===== src/hw/harness_pkg.sv =====
package harness_pkg;

// ------------------------------------------------------------
// Data path

    localparam int word_width     = 8;
    localparam int io_port_count  = 4;
    localparam int port_sel_width = 2;
    localparam int count_width    = 8;

    // One bank of read data, all ports packed
    localparam int bank_width = io_port_count * word_width;

// ------------------------------------------------------------
// Opcodes

    localparam int opcode_width = 2;

    typedef enum logic [opcode_width-1:0] {
        op_add = 2'd0,
        op_sub = 2'd1,
        op_and = 2'd2,
        op_xor = 2'd3
    } opcode_t;

// ------------------------------------------------------------
// Scan vectors

    // Opcode, three port selects, three flag sets, two read banks
    localparam int input_width = opcode_width
                               + (3 * port_sel_width)
                               + (3 * io_port_count)
                               + (2 * bank_width);

    // Zero bits below the stall counter
    localparam int output_pad_width = 7;

    // Write data, three enable sets, two counters, pad
    localparam int output_width = word_width
                                + (3 * io_port_count)
                                + (2 * count_width)
                                + output_pad_width;

endpackage

===== src/hw/io_port_core.sv =====
`timescale 1ns/1ps

module io_port_core (
    input  logic                                   clock,
    input  logic                                   arst_n,
    input  logic                                   step,
    input  harness_pkg::opcode_t                   opcode,
    input  logic [harness_pkg::port_sel_width-1:0] src_a,
    input  logic [harness_pkg::port_sel_width-1:0] src_b,
    input  logic [harness_pkg::port_sel_width-1:0] dst,
    input  logic [harness_pkg::io_port_count-1:0]  read_ef_a,
    input  logic [harness_pkg::io_port_count-1:0]  read_ef_b,
    input  logic [harness_pkg::io_port_count-1:0]  write_ef,
    input  logic [harness_pkg::bank_width-1:0]     read_data_a,
    input  logic [harness_pkg::bank_width-1:0]     read_data_b,
    output logic [harness_pkg::word_width-1:0]     write_data,
    output logic [harness_pkg::io_port_count-1:0]  rden_a,
    output logic [harness_pkg::io_port_count-1:0]  rden_b,
    output logic [harness_pkg::io_port_count-1:0]  wren,
    output logic [harness_pkg::count_width-1:0]    exec_count,
    output logic [harness_pkg::count_width-1:0]    stall_count
);

    logic [harness_pkg::word_width-1:0] operand_a;
    logic [harness_pkg::word_width-1:0] operand_b;
    logic                               ready;
    logic                               issue;

    function automatic logic [harness_pkg::io_port_count-1:0] one_hot(
        input logic [harness_pkg::port_sel_width-1:0] index
    );
        logic [harness_pkg::io_port_count-1:0] decoded;
        decoded        = '0;
        decoded[index] = 1'b1;
        return decoded;
    endfunction

// ------------------------------------------------------------
// Operand selection

    assign operand_a = read_data_a[src_a*harness_pkg::word_width +: harness_pkg::word_width];
    assign operand_b = read_data_b[src_b*harness_pkg::word_width +: harness_pkg::word_width];

// ------------------------------------------------------------
// Port flags

    // Sources must hold data, destination must have space
    assign ready = read_ef_a[src_a] & read_ef_b[src_b] & write_ef[dst];
    assign issue = step & ready;

// ------------------------------------------------------------
// Enables and counters

    // Enables stay up until the next step so they can be captured
    always_ff @(posedge clock or negedge arst_n) begin
        if (!arst_n) begin
            rden_a      <= '0;
            rden_b      <= '0;
            wren        <= '0;
            exec_count  <= '0;
            stall_count <= '0;
        end else if (step) begin
            if (ready) begin
                rden_a     <= one_hot(src_a);
                rden_b     <= one_hot(src_b);
                wren       <= one_hot(dst);
                exec_count <= exec_count + 1'b1;
            end else begin
                rden_a      <= '0;
                rden_b      <= '0;
                wren        <= '0;
                stall_count <= stall_count + 1'b1;
            end
        end
    end

// ------------------------------------------------------------
// ALU

    // A stall leaves the result, and so write_data, unchanged
    triadic_alu i_triadic_alu (
        .clock     (clock),
        .arst_n    (arst_n),
        .issue     (issue),
        .opcode    (opcode),
        .operand_a (operand_a),
        .operand_b (operand_b),
        .result    (write_data)
    );

endmodule


===== src/hw/triadic_alu.sv =====
`timescale 1ns/1ps

module triadic_alu (
    input  logic                               clock,
    input  logic                               arst_n,
    input  logic                               issue,
    input  harness_pkg::opcode_t               opcode,
    input  logic [harness_pkg::word_width-1:0] operand_a,
    input  logic [harness_pkg::word_width-1:0] operand_b,
    output logic [harness_pkg::word_width-1:0] result
);

    logic [harness_pkg::word_width-1:0] result_next;

// ------------------------------------------------------------
// Operation

    // Add and sub drop the carry, so they wrap at the word size
    always_comb begin
        unique case (opcode)
            harness_pkg::op_add: begin
                result_next = operand_a + operand_b;
            end
            harness_pkg::op_sub: begin
                result_next = operand_a - operand_b;
            end
            harness_pkg::op_and: begin
                result_next = operand_a & operand_b;
            end
            harness_pkg::op_xor: begin
                result_next = operand_a ^ operand_b;
            end
            default: begin
                result_next = '0;
            end
        endcase
    end

// ------------------------------------------------------------
// Result register, holds between issues

    always_ff @(posedge clock or negedge arst_n) begin
        if (!arst_n) begin
            result <= '0;
        end else if (issue) begin
            result <= result_next;
        end
    end

endmodule


===== config.mk =====
export PLATFORM = sky130hd
export DESIGN_NAME = io_port_core
export DESIGN_NICKNAME = d
export VERILOG_FILES = /design/src/hw/harness_pkg.sv /design/src/hw/io_port_core.sv /design/src/hw/triadic_alu.sv
export SDC_FILE = /design/constraint.sdc
export NUM_CORES = 1
export LEC_CHECK = 0
export BUFFER_PORTS_ARGS = -buffer_cell sky130_fd_sc_hd__buf_4
export CORE_MARGIN = 2
export CORE_UTILIZATION = 47
export CTS_CLUSTER_DIAMETER = 200
export DETAILED_ROUTE_END_ITERATION = 6
export GPL_TIMING_DRIVEN = 1
export HOLD_SLACK_MARGIN = 0.08
export PLACE_DENSITY_LB_ADDON = 0.05
export SLEW_MARGIN = 15
export SYNTH_ARGS = -nofsm -noshare
export SYNTH_HDL_FRONTEND = slang
export SYNTH_SLANG_ARGS = --single-unit

===== constraint.sdc =====
create_clock -name clock -period 1.4 [get_ports clock]
set_input_delay 0.07 -clock clock [delete_from_list [all_inputs] [get_ports clock]]
set_output_delay 0.07 -clock clock [all_outputs]
set_load 0.05 [all_outputs]

==> results of run 1 <==
==> critical path, delay by kind of cell <==
| kind | cells | cell delay (ns) |
|---|---|---|
| AOI/OAI and AO/OA | 4 | 0.93 |
| and+or+nand+nor | 2 | 0.25 |
| buffers and inverters | 3 | 0.24 |
| adders and majority gates | 2 | 0.50 |
| xor gates and xnor gates | 1 | 0.12 |
| muxes | 1 | 0.55 |
==> Yosys cell counts (3+ instances only) <==
cell type	count
ha_1	18
mux4_1	6
a21boi_0	3
nor2_1	7
xnor2_1	15
nand2_1	26
inv_1	22
dfrtp_1	36
xor2_1	8
o22ai_1	6
a21oi_1	6
nand3_1	4
and3_1	5
mux2i_1	4
nor2b_1	4
nand4_1	5
o21ai_0	13
mux2_2	4
mux4_2	13
o32ai_1	4
clkbuf_1	7
==> per-stage QoR <==
step | utilization | cell area, µm² | cells | TNS, ns | hold WS [ns]
floorplan | - | 2700 | 244 | -6.50 | -0.226
global placement | 0.735 | 4020 | 477 | -17.49 | 0.0472
detailed placement | 0.735 | 4020 | 477 | -19.15 | 0.0571
CTS | 0.789 | 4320 | 494 | -6.15 | 0.0859
global route | 0.821 | 4500 | 499 | -8.36 | 0.0957
finish | 0.821 | 4500 | 499 | -6.48 | 0.0992
==> layer usage <==
metal / share of wire / up-vias
li1: - / 1253
met2: 0.53 / 101
met4: 0.026 / 0
met5: 0 / -
met1: 0.38 / 1272
met3: 0.068 / 19
==> kinds of logic (layout without fill, tap and decap cells) <==
| kind of cell | Yosys count | after routing |
|---|---|---|
| xor+xnor | 23 | 23 |
| compound gates | 46 | 46 |
| mux | 27 | 27 |
| flops | 36 | 36 |
| buf+inv | 33 | 216 |
| simple gates | 60 | 60 |
| fa+ha+maj | 19 | 19 |
==> cell type report <==
| cell class | count | area, µm² | share of cell area |
|---|---|---|---|
| inverters | 22 | 82.6 | 0.0184 |
| flip-flops and latches | 36 | 901 | 0.200 |
| multi-input cells | 175 | 1830 | 0.407 |
| repair buffers | 186 | 1500 | 0.333 |
| clock buffers | 7 | 86.3 | 0.0192 |
| well taps | 72 | 90.1 | 0.0200 |
| clock inverters | 1 | 7.51 | 0.00167 |
==> flip-flops by register name (all words and copies together), names as in the netlist <==
signal and count:
exec_count 8, i_triadic_alu.result 8, stall_count 8, rden_a 4, rden_b 4, wren 4
==> worst min-delay path by stage <==
stage	start	to	slack (ns)	cells after the start
floorplan	arst_n	exec_count[0]$_DFFE_PN0P_	-0.23	0
CTS	step	rden_a[3]$_DFFE_PN0P_	0.09	2
global route	step	rden_b[3]$_DFFE_PN0P_	0.1	2
detailed placement	arst_n	i_triadic_alu.result[0]$_DFFE_PN0P_	0.06	1
global placement	arst_n	i_triadic_alu.result[2]$_DFFE_PN0P_	0.05	1
finish	step	rden_a[3]$_DFFE_PN0P_	0.1	2
==> what timing repair did <==
action / 4_1_cts / 5_1_grt
buffers inserted: 9 / 4
endpoints found under the hold margin: 38 / 0
gates resized for setup: 35 / 30
hold buffers: 2 / 0
pin swaps: 27 / 26
endpoints found under the setup margin: 29 / 31
cloned: 0 / 1
==> power groups by stage <==
stage	Clock, mW	Sequential, mW	Combinational, mW
2_1_floorplan	0	2.36	0.920
5_1_grt	0.853	1.59	3.31
4_1_cts	0.806	1.53	2.98
6_report	0.788	1.55	3.10
3_3_place_gp	0	1.53	2.75
3_5_place_dp	0	1.55	2.81
==> results.toml, run 1 <==
[outcome]
status = "complete, but fails checks"
violations = "setup timing"

[placed_design]
gp_congestion = 0.798
post-place-ws_ns = -1.41
io_buffers = 122
hpwl_um = 6340

[setup_path]
worstSetupEndpoint = "i_triadic_alu.result[7]$_DFFE_PN0P_"
cp_data_arrival_time_ns = 2.65
regToRegSetupSlack_ns = 0.22
cpMostUsedCell = "inv_2"
crit_path_start_kind = "input pin"
worstSetupPathType = "in2reg"
crit_path_end_kind = "register"
reg2reg_to = "exec_count[7]$_DFFE_PN0P_"
cp_slowest_cell = "mux4_2"
crit_required_ns = 1.58
reg2regPathDepth = 4
crit_start = "src_b[0]"
max_stage_delay_ns = 0.55
path_cells = "buf_12, mux4_2, inv_2, ha_4, inv_2, o41ai_4, xor2_1, ha_1, nand2_1, a21o_1, and3_4, o21a_1, o41ai_2"
crit_fanout = 5
timing.rr.start = "exec_count[2]$_DFFE_PN0P_"

[power]
switchingPower_mw = 2.38
p_leak_nw = 2.25
cellPowerDensity_nw_per_um2 = 1210
p_total_mw = 5.44
p_seq_frac = 0.286
clock_power_share = 0.145
p_sw_frac = 0.439
internal-power_mw = 3.05
ir_worst_vdd_mv = 1.06
p_comb_frac = 0.569

[detailed_routing]
dr.pass1.iters = 4
drc = 0
ant_nets = 0
wirelength_um = 8190
routed-via-count = 2645
viasPerCell = 5.30
wl_per_cell_um = 16.4
drt_iter0_markers = 116

[yosys]
synth_simple_gate_area_frac = 0.111
synth_top_family_by_area = "multiplexers"
synthMuxAreaShare = 0.204
synth_nets = 350
synth_edf_count = 0
synthAdderAreaFrac = 0.0932
synth_xor_area_frac = 0.0766
synth_area_per_cell_um2 = 10.8
ys_ff_latch = 36
synth_cells = 244
yosysWarningCount = 0
seq_area_frac_synth = 0.342
synthArstFlopShare = 1.00
yosys.area.top_type = "dfrtp_1"
ys_types = 44
syn_area_um2 = 2630
synth_top_flop_cell = "dfrtp_1"
synth_area_leaders = "dfrtp_1 (34%), mux4_2 (11%), ha_1 (8.6%)"
synth_top_cell_area_share = 0.342
synth_compound_gate_area_share = 0.123

[grt]
met3_usage = 0.0795
gr-usage-all-layers = 0.272
grt.overflow.total = 0
antenna_found_initial = 0
grt_use_met2 = 0.493
grt_pass1_vias = 2851
grt_max_degree = 37
grt_pass1_wl_um = 13100
top_usage_layer = "met2"
use_met1 = 0.304

[die]
die_w_um = 78.8
start_util = 0.481
num_rows = 27
dieHeight_um = 78.8
core_area_um2 = 5470
dieArea_um2 = 6210
io_pins = 123

[clock_network]
cts.htree.levels = 2
cts_tree = "built"
cts_root_buf = "clkbuf_8"
clk_latency_ns = 0.29
path_clk_slew_ns = 0.08
cts_sinks = 36
cts.path.max_buffers = 2
numCtsBuffers = 5

[timing]
postLayoutSetupSlackWorst_ns = -1.07
slew_violations = 0
hold_violations = 0
fin_crit_ns = 2.47
max_slew.worst_pin.slew_ns = 0.460
finalCritPeriodShare = 1.76
setup_viol = 20
rsz0062_at_grt = "yes"
slew_headroom = 0.693
fmax_mhz = 405
fin_skew_ns = 0.00401

[finish]
diodes = 0
final_common_cell = "buf_4"
nFillCells = 349
drive_gt1_frac = 0.602
final_cell_mix = "buf_4 (167), dfrtp_1 (36), inv_1 (18), nand2_1 (18), ha_1 (16)"
final_nets = 532
areaGrowthSynthToFinish_pct = 70.9

[worst_hold_path]
hp-class = "in2reg"

[run]
drv_cap = 0
Note: power is estimated with default switching activity, not from simulation.
==> run 2: changes to the inputs <==
--- a/config.mk
+++ b/config.mk
@@ -7,7 +7,7 @@
 export LEC_CHECK = 0
 export BUFFER_PORTS_ARGS = -buffer_cell sky130_fd_sc_hd__buf_4
 export CORE_MARGIN = 2
-export CORE_UTILIZATION = 47
+export CORE_UTILIZATION = 48
 export CTS_CLUSTER_DIAMETER = 200
 export DETAILED_ROUTE_END_ITERATION = 6
 export GPL_TIMING_DRIVEN = 1
@@ -16,4 +16,5 @@
 export SLEW_MARGIN = 15
 export SYNTH_ARGS = -nofsm -noshare
 export SYNTH_HDL_FRONTEND = slang
+export SYNTH_HIERARCHICAL = 1
 export SYNTH_SLANG_ARGS = --single-unit
==> run 2 against run 1 <==
  * Final area shrank 3.2%
  * Sequential share of layout area is 0.71 points higher
  * Die area up 0.81%
  * Synthesized cell count is 3.7% higher
  * Critical path depth shrank 1
  * The flow still finishes with violations (setup timing)
  * Via count is 0.42% lower
  * Wire length fell by 1.2%
  * Critical path type unchanged
  * Clock skew rose by 0.0011 ns
  * Combinational power is 2% higher
  * Fmax is 19% higher
  * Final cell count decreased by 1.4%
==> results.toml, run 2 <==
[setup_path]
cp_data_arrival_time_ns = 2.28
cp.buffers_inverters = 2
crit_path_start_kind = "input pin"
cpMostUsedCell = "xnor2_1"
cpLargestDelayFamily = "compound AO/OA/AOI/OAI gates"
crit_fanout = 6
reg2reg_to = "exec_count[7]$_DFFE_PN0P_"
max_stage_delay_ns = 0.54
timing.rr.start = "exec_count[0]$_DFFE_PN0P_"
reg2regPathDepth = 3
crit_path_end_kind = "register"
cp_slowest_cell = "mux4_2"
path_cells = "buf_12, mux4_2, inv_2, ha_4, nor2_2, xnor2_1, ha_1, a21o_1, a21oi_2, xnor2_1, o21ai_1, a21oi_1"
worstSetupPathType = "in2reg"
crit_required_ns = 1.61
regToRegSetupSlack_ns = 0.10

[yosys]
synth_nets = 359
synth_most_common_cell = "dfrtp_1"
synth_area_leaders = "dfrtp_1 (33%), mux4_2 (16%), ha_1 (8.3%)"
ys_ff_latch = 36
yosys.area.top_type = "dfrtp_1"
synth_edf_count = 0
synthArstFlopShare = 1.00
synth_top_cell_area_share = 0.332
synth_cells = 253
synthTopCellsByCount = "dfrtp_1 (36), inv_1 (27), mux4_2 (19), ha_1 (18), nand2_1 (18)"
synth_area_per_cell_um2 = 10.7
synth_top_flop_cell = "dfrtp_1"
ys_types = 45
yosysWarningCount = 6
seq_area_frac_synth = 0.332
syn_area_um2 = 2710

[detailed_routing]
routed-via-count = 2634
viasPerCell = 5.35
drt_iter0_markers = 64
wl_per_cell_um = 16.4
drc = 0
dr.pass1.iters = 4
wirelength_um = 8090
ant_nets = 0

[grt]
use_met1 = 0.309
grt.overflow.total = 0
grt_max_degree = 37
grt_pass1_vias = 2691
top_usage_layer = "met2"
grt_pass1_wl_um = 12300
gr-usage-all-layers = 0.253
grt_use_met2 = 0.421
met3_usage = 0.0784
antenna_found_initial = 0

[worst_hold_path]
hp-class = "in2reg"
hold_depth = 3
hold_start = "dst[1]"
holdPathEnd = "wren[3]$_DFFE_PN0P_"

[timing]
setup_tns_ns = -6.28
fin_skew_ns = 0.00516
setup_viol = 26
slew_violations = 0
hold_violations = 0
fmax_mhz = 483
slew_headroom = 0.686
rsz0062_at_grt = "yes"
max_slew.worst_pin.slew_ns = 0.471
fin_crit_ns = 2.07
finalCritPeriodShare = 1.48
postLayoutSetupSlackWorst_ns = -0.671

[finish]
finalInstanceArea_um2 = 4350
areaGrowthSynthToFinish_pct = 60.6
final_cell_mix = "buf_4 (157), dfrtp_1 (34), inv_1 (24), mux4_2 (19)"
diodes = 0
final_common_cell = "buf_4"
final_nets = 525
nFillCells = 370
top_regs = "exec_count (8), i_triadic_alu/result (8), stall_count (8)"
drive_gt1_frac = 0.569

[clock_network]
cts.path.max_buffers = 2
numCtsBuffers = 5
cts_root_buf = "clkbuf_8"
cts_sinks = 36
path_clk_slew_ns = 0.08
clk_latency_ns = 0.29
cts.htree.levels = 2
cts_tree = "built"

[power]
p_leak_nw = 2.11
cellPowerDensity_nw_per_um2 = 1260
ir_worst_vdd_mv = 0.821

[die]
dieHeight_um = 79.1
num_rows = 27
die_w_um = 79.1
core_area_um2 = 5470
dieArea_um2 = 6260
start_util = 0.495
io_pins = 123

[run]
drv_cap = 0

[placed_design]
hpwl_um = 6190
dpl_cell_area_um2 = 3950
io_buffers = 122
gp_congestion = 0.911

[outcome]
status = "complete, but fails checks"
violations = "setup timing"
run 2: logic make-up after synthesis:
family                   after synthesis  synth area share
buffers and inverters                 39            0.0651
XOR/XNOR                              25            0.0808
AO/OA/AOI/OAI                         41             0.106
multiplexers                          30             0.200
adder cells (fa/ha/maj)               19            0.0905
flip-flops                            36             0.332
AND/OR/NAND/NOR                       63             0.125
run 2: what timing repair did:
item / in CTS / in global routing
gates resized for setup: 21 / 26
pin swaps: 24 / 19
setup buffers: 7 / 5
hold buffers: 1 / 0
setup endpoints to repair: 11 / 22
hold endpoints to repair: 36 / 0
gates cloned: 0 / 1
run 2: report_power, final:
part	switching [mW]	internal, mW
combinational	1.87	1.29
clock	0.392	0.347
sequential	0.264	1.31
run 2: area by class of cell:
type / instances / area [µm²] / area share
Multi-Input combinational cell: 178 / 1810 / 0.416
Timing Repair Buffer: 171 / 1360 / 0.313
Sequential cell: 36 / 903 / 0.208
Inverter: 27 / 101 / 0.0233
Tap cell: 72 / 90.1 / 0.0207
Clock buffer: 5 / 68.8 / 0.0158
Clock inverter: 3 / 18.8 / 0.00431
run 2: stage by stage:
step	power, mW	util	hold slack [ns]	std cells	worst slack [ns]
final	5.49	0.795	0.113	492	-0.671
after global placement	4.45	0.722	0.0511	471	-1.01
after global routing	5.80	0.795	0.114	492	-0.750
after detailed placement	4.51	0.722	0.0565	471	-1.05
after floorplan	3.49	-	-0.226	253	-0.849
after CTS	5.35	0.761	0.0869	487	-0.615
run 2: worst max-delay path by stage:
stage	depth (start not counted)	start	slack, ns	end
final	12	src_b[0]	-0.67	i_triadic_alu/result[4]$_DFFE_PN0P_
after floorplan	12	src_b[0]	-0.85	i_triadic_alu/result[5]$_DFFE_PN0P_
after global placement	12	src_b[0]	-1.01	i_triadic_alu/result[5]$_DFFE_PN0P_
after global routing	12	src_b[0]	-0.75	i_triadic_alu/result[4]$_DFFE_PN0P_
after CTS	11	src_b[0]	-0.62	i_triadic_alu/result[6]$_DFFE_PN0P_
after detailed placement	12	src_b[0]	-1.05	i_triadic_alu/result[4]$_DFFE_PN0P_
run 2: worst reg2reg max path, stage by stage (launching register included):
cell and delay [ns]:
dfrtp_1 0.42, nand3_1 0.30, nor4_4 0.34, xor2_1 0.17
run 2: layer usage:
layer / share of wire / up-vias / wire length [µm]
met3: 0.072 / 14 / 584
met1: 0.40 / 1269 / 3230
li1: - / 1252 / -
met5: 0 / - / 0
met4: 0.025 / 0 / 199
met2: 0.50 / 99 / 4080
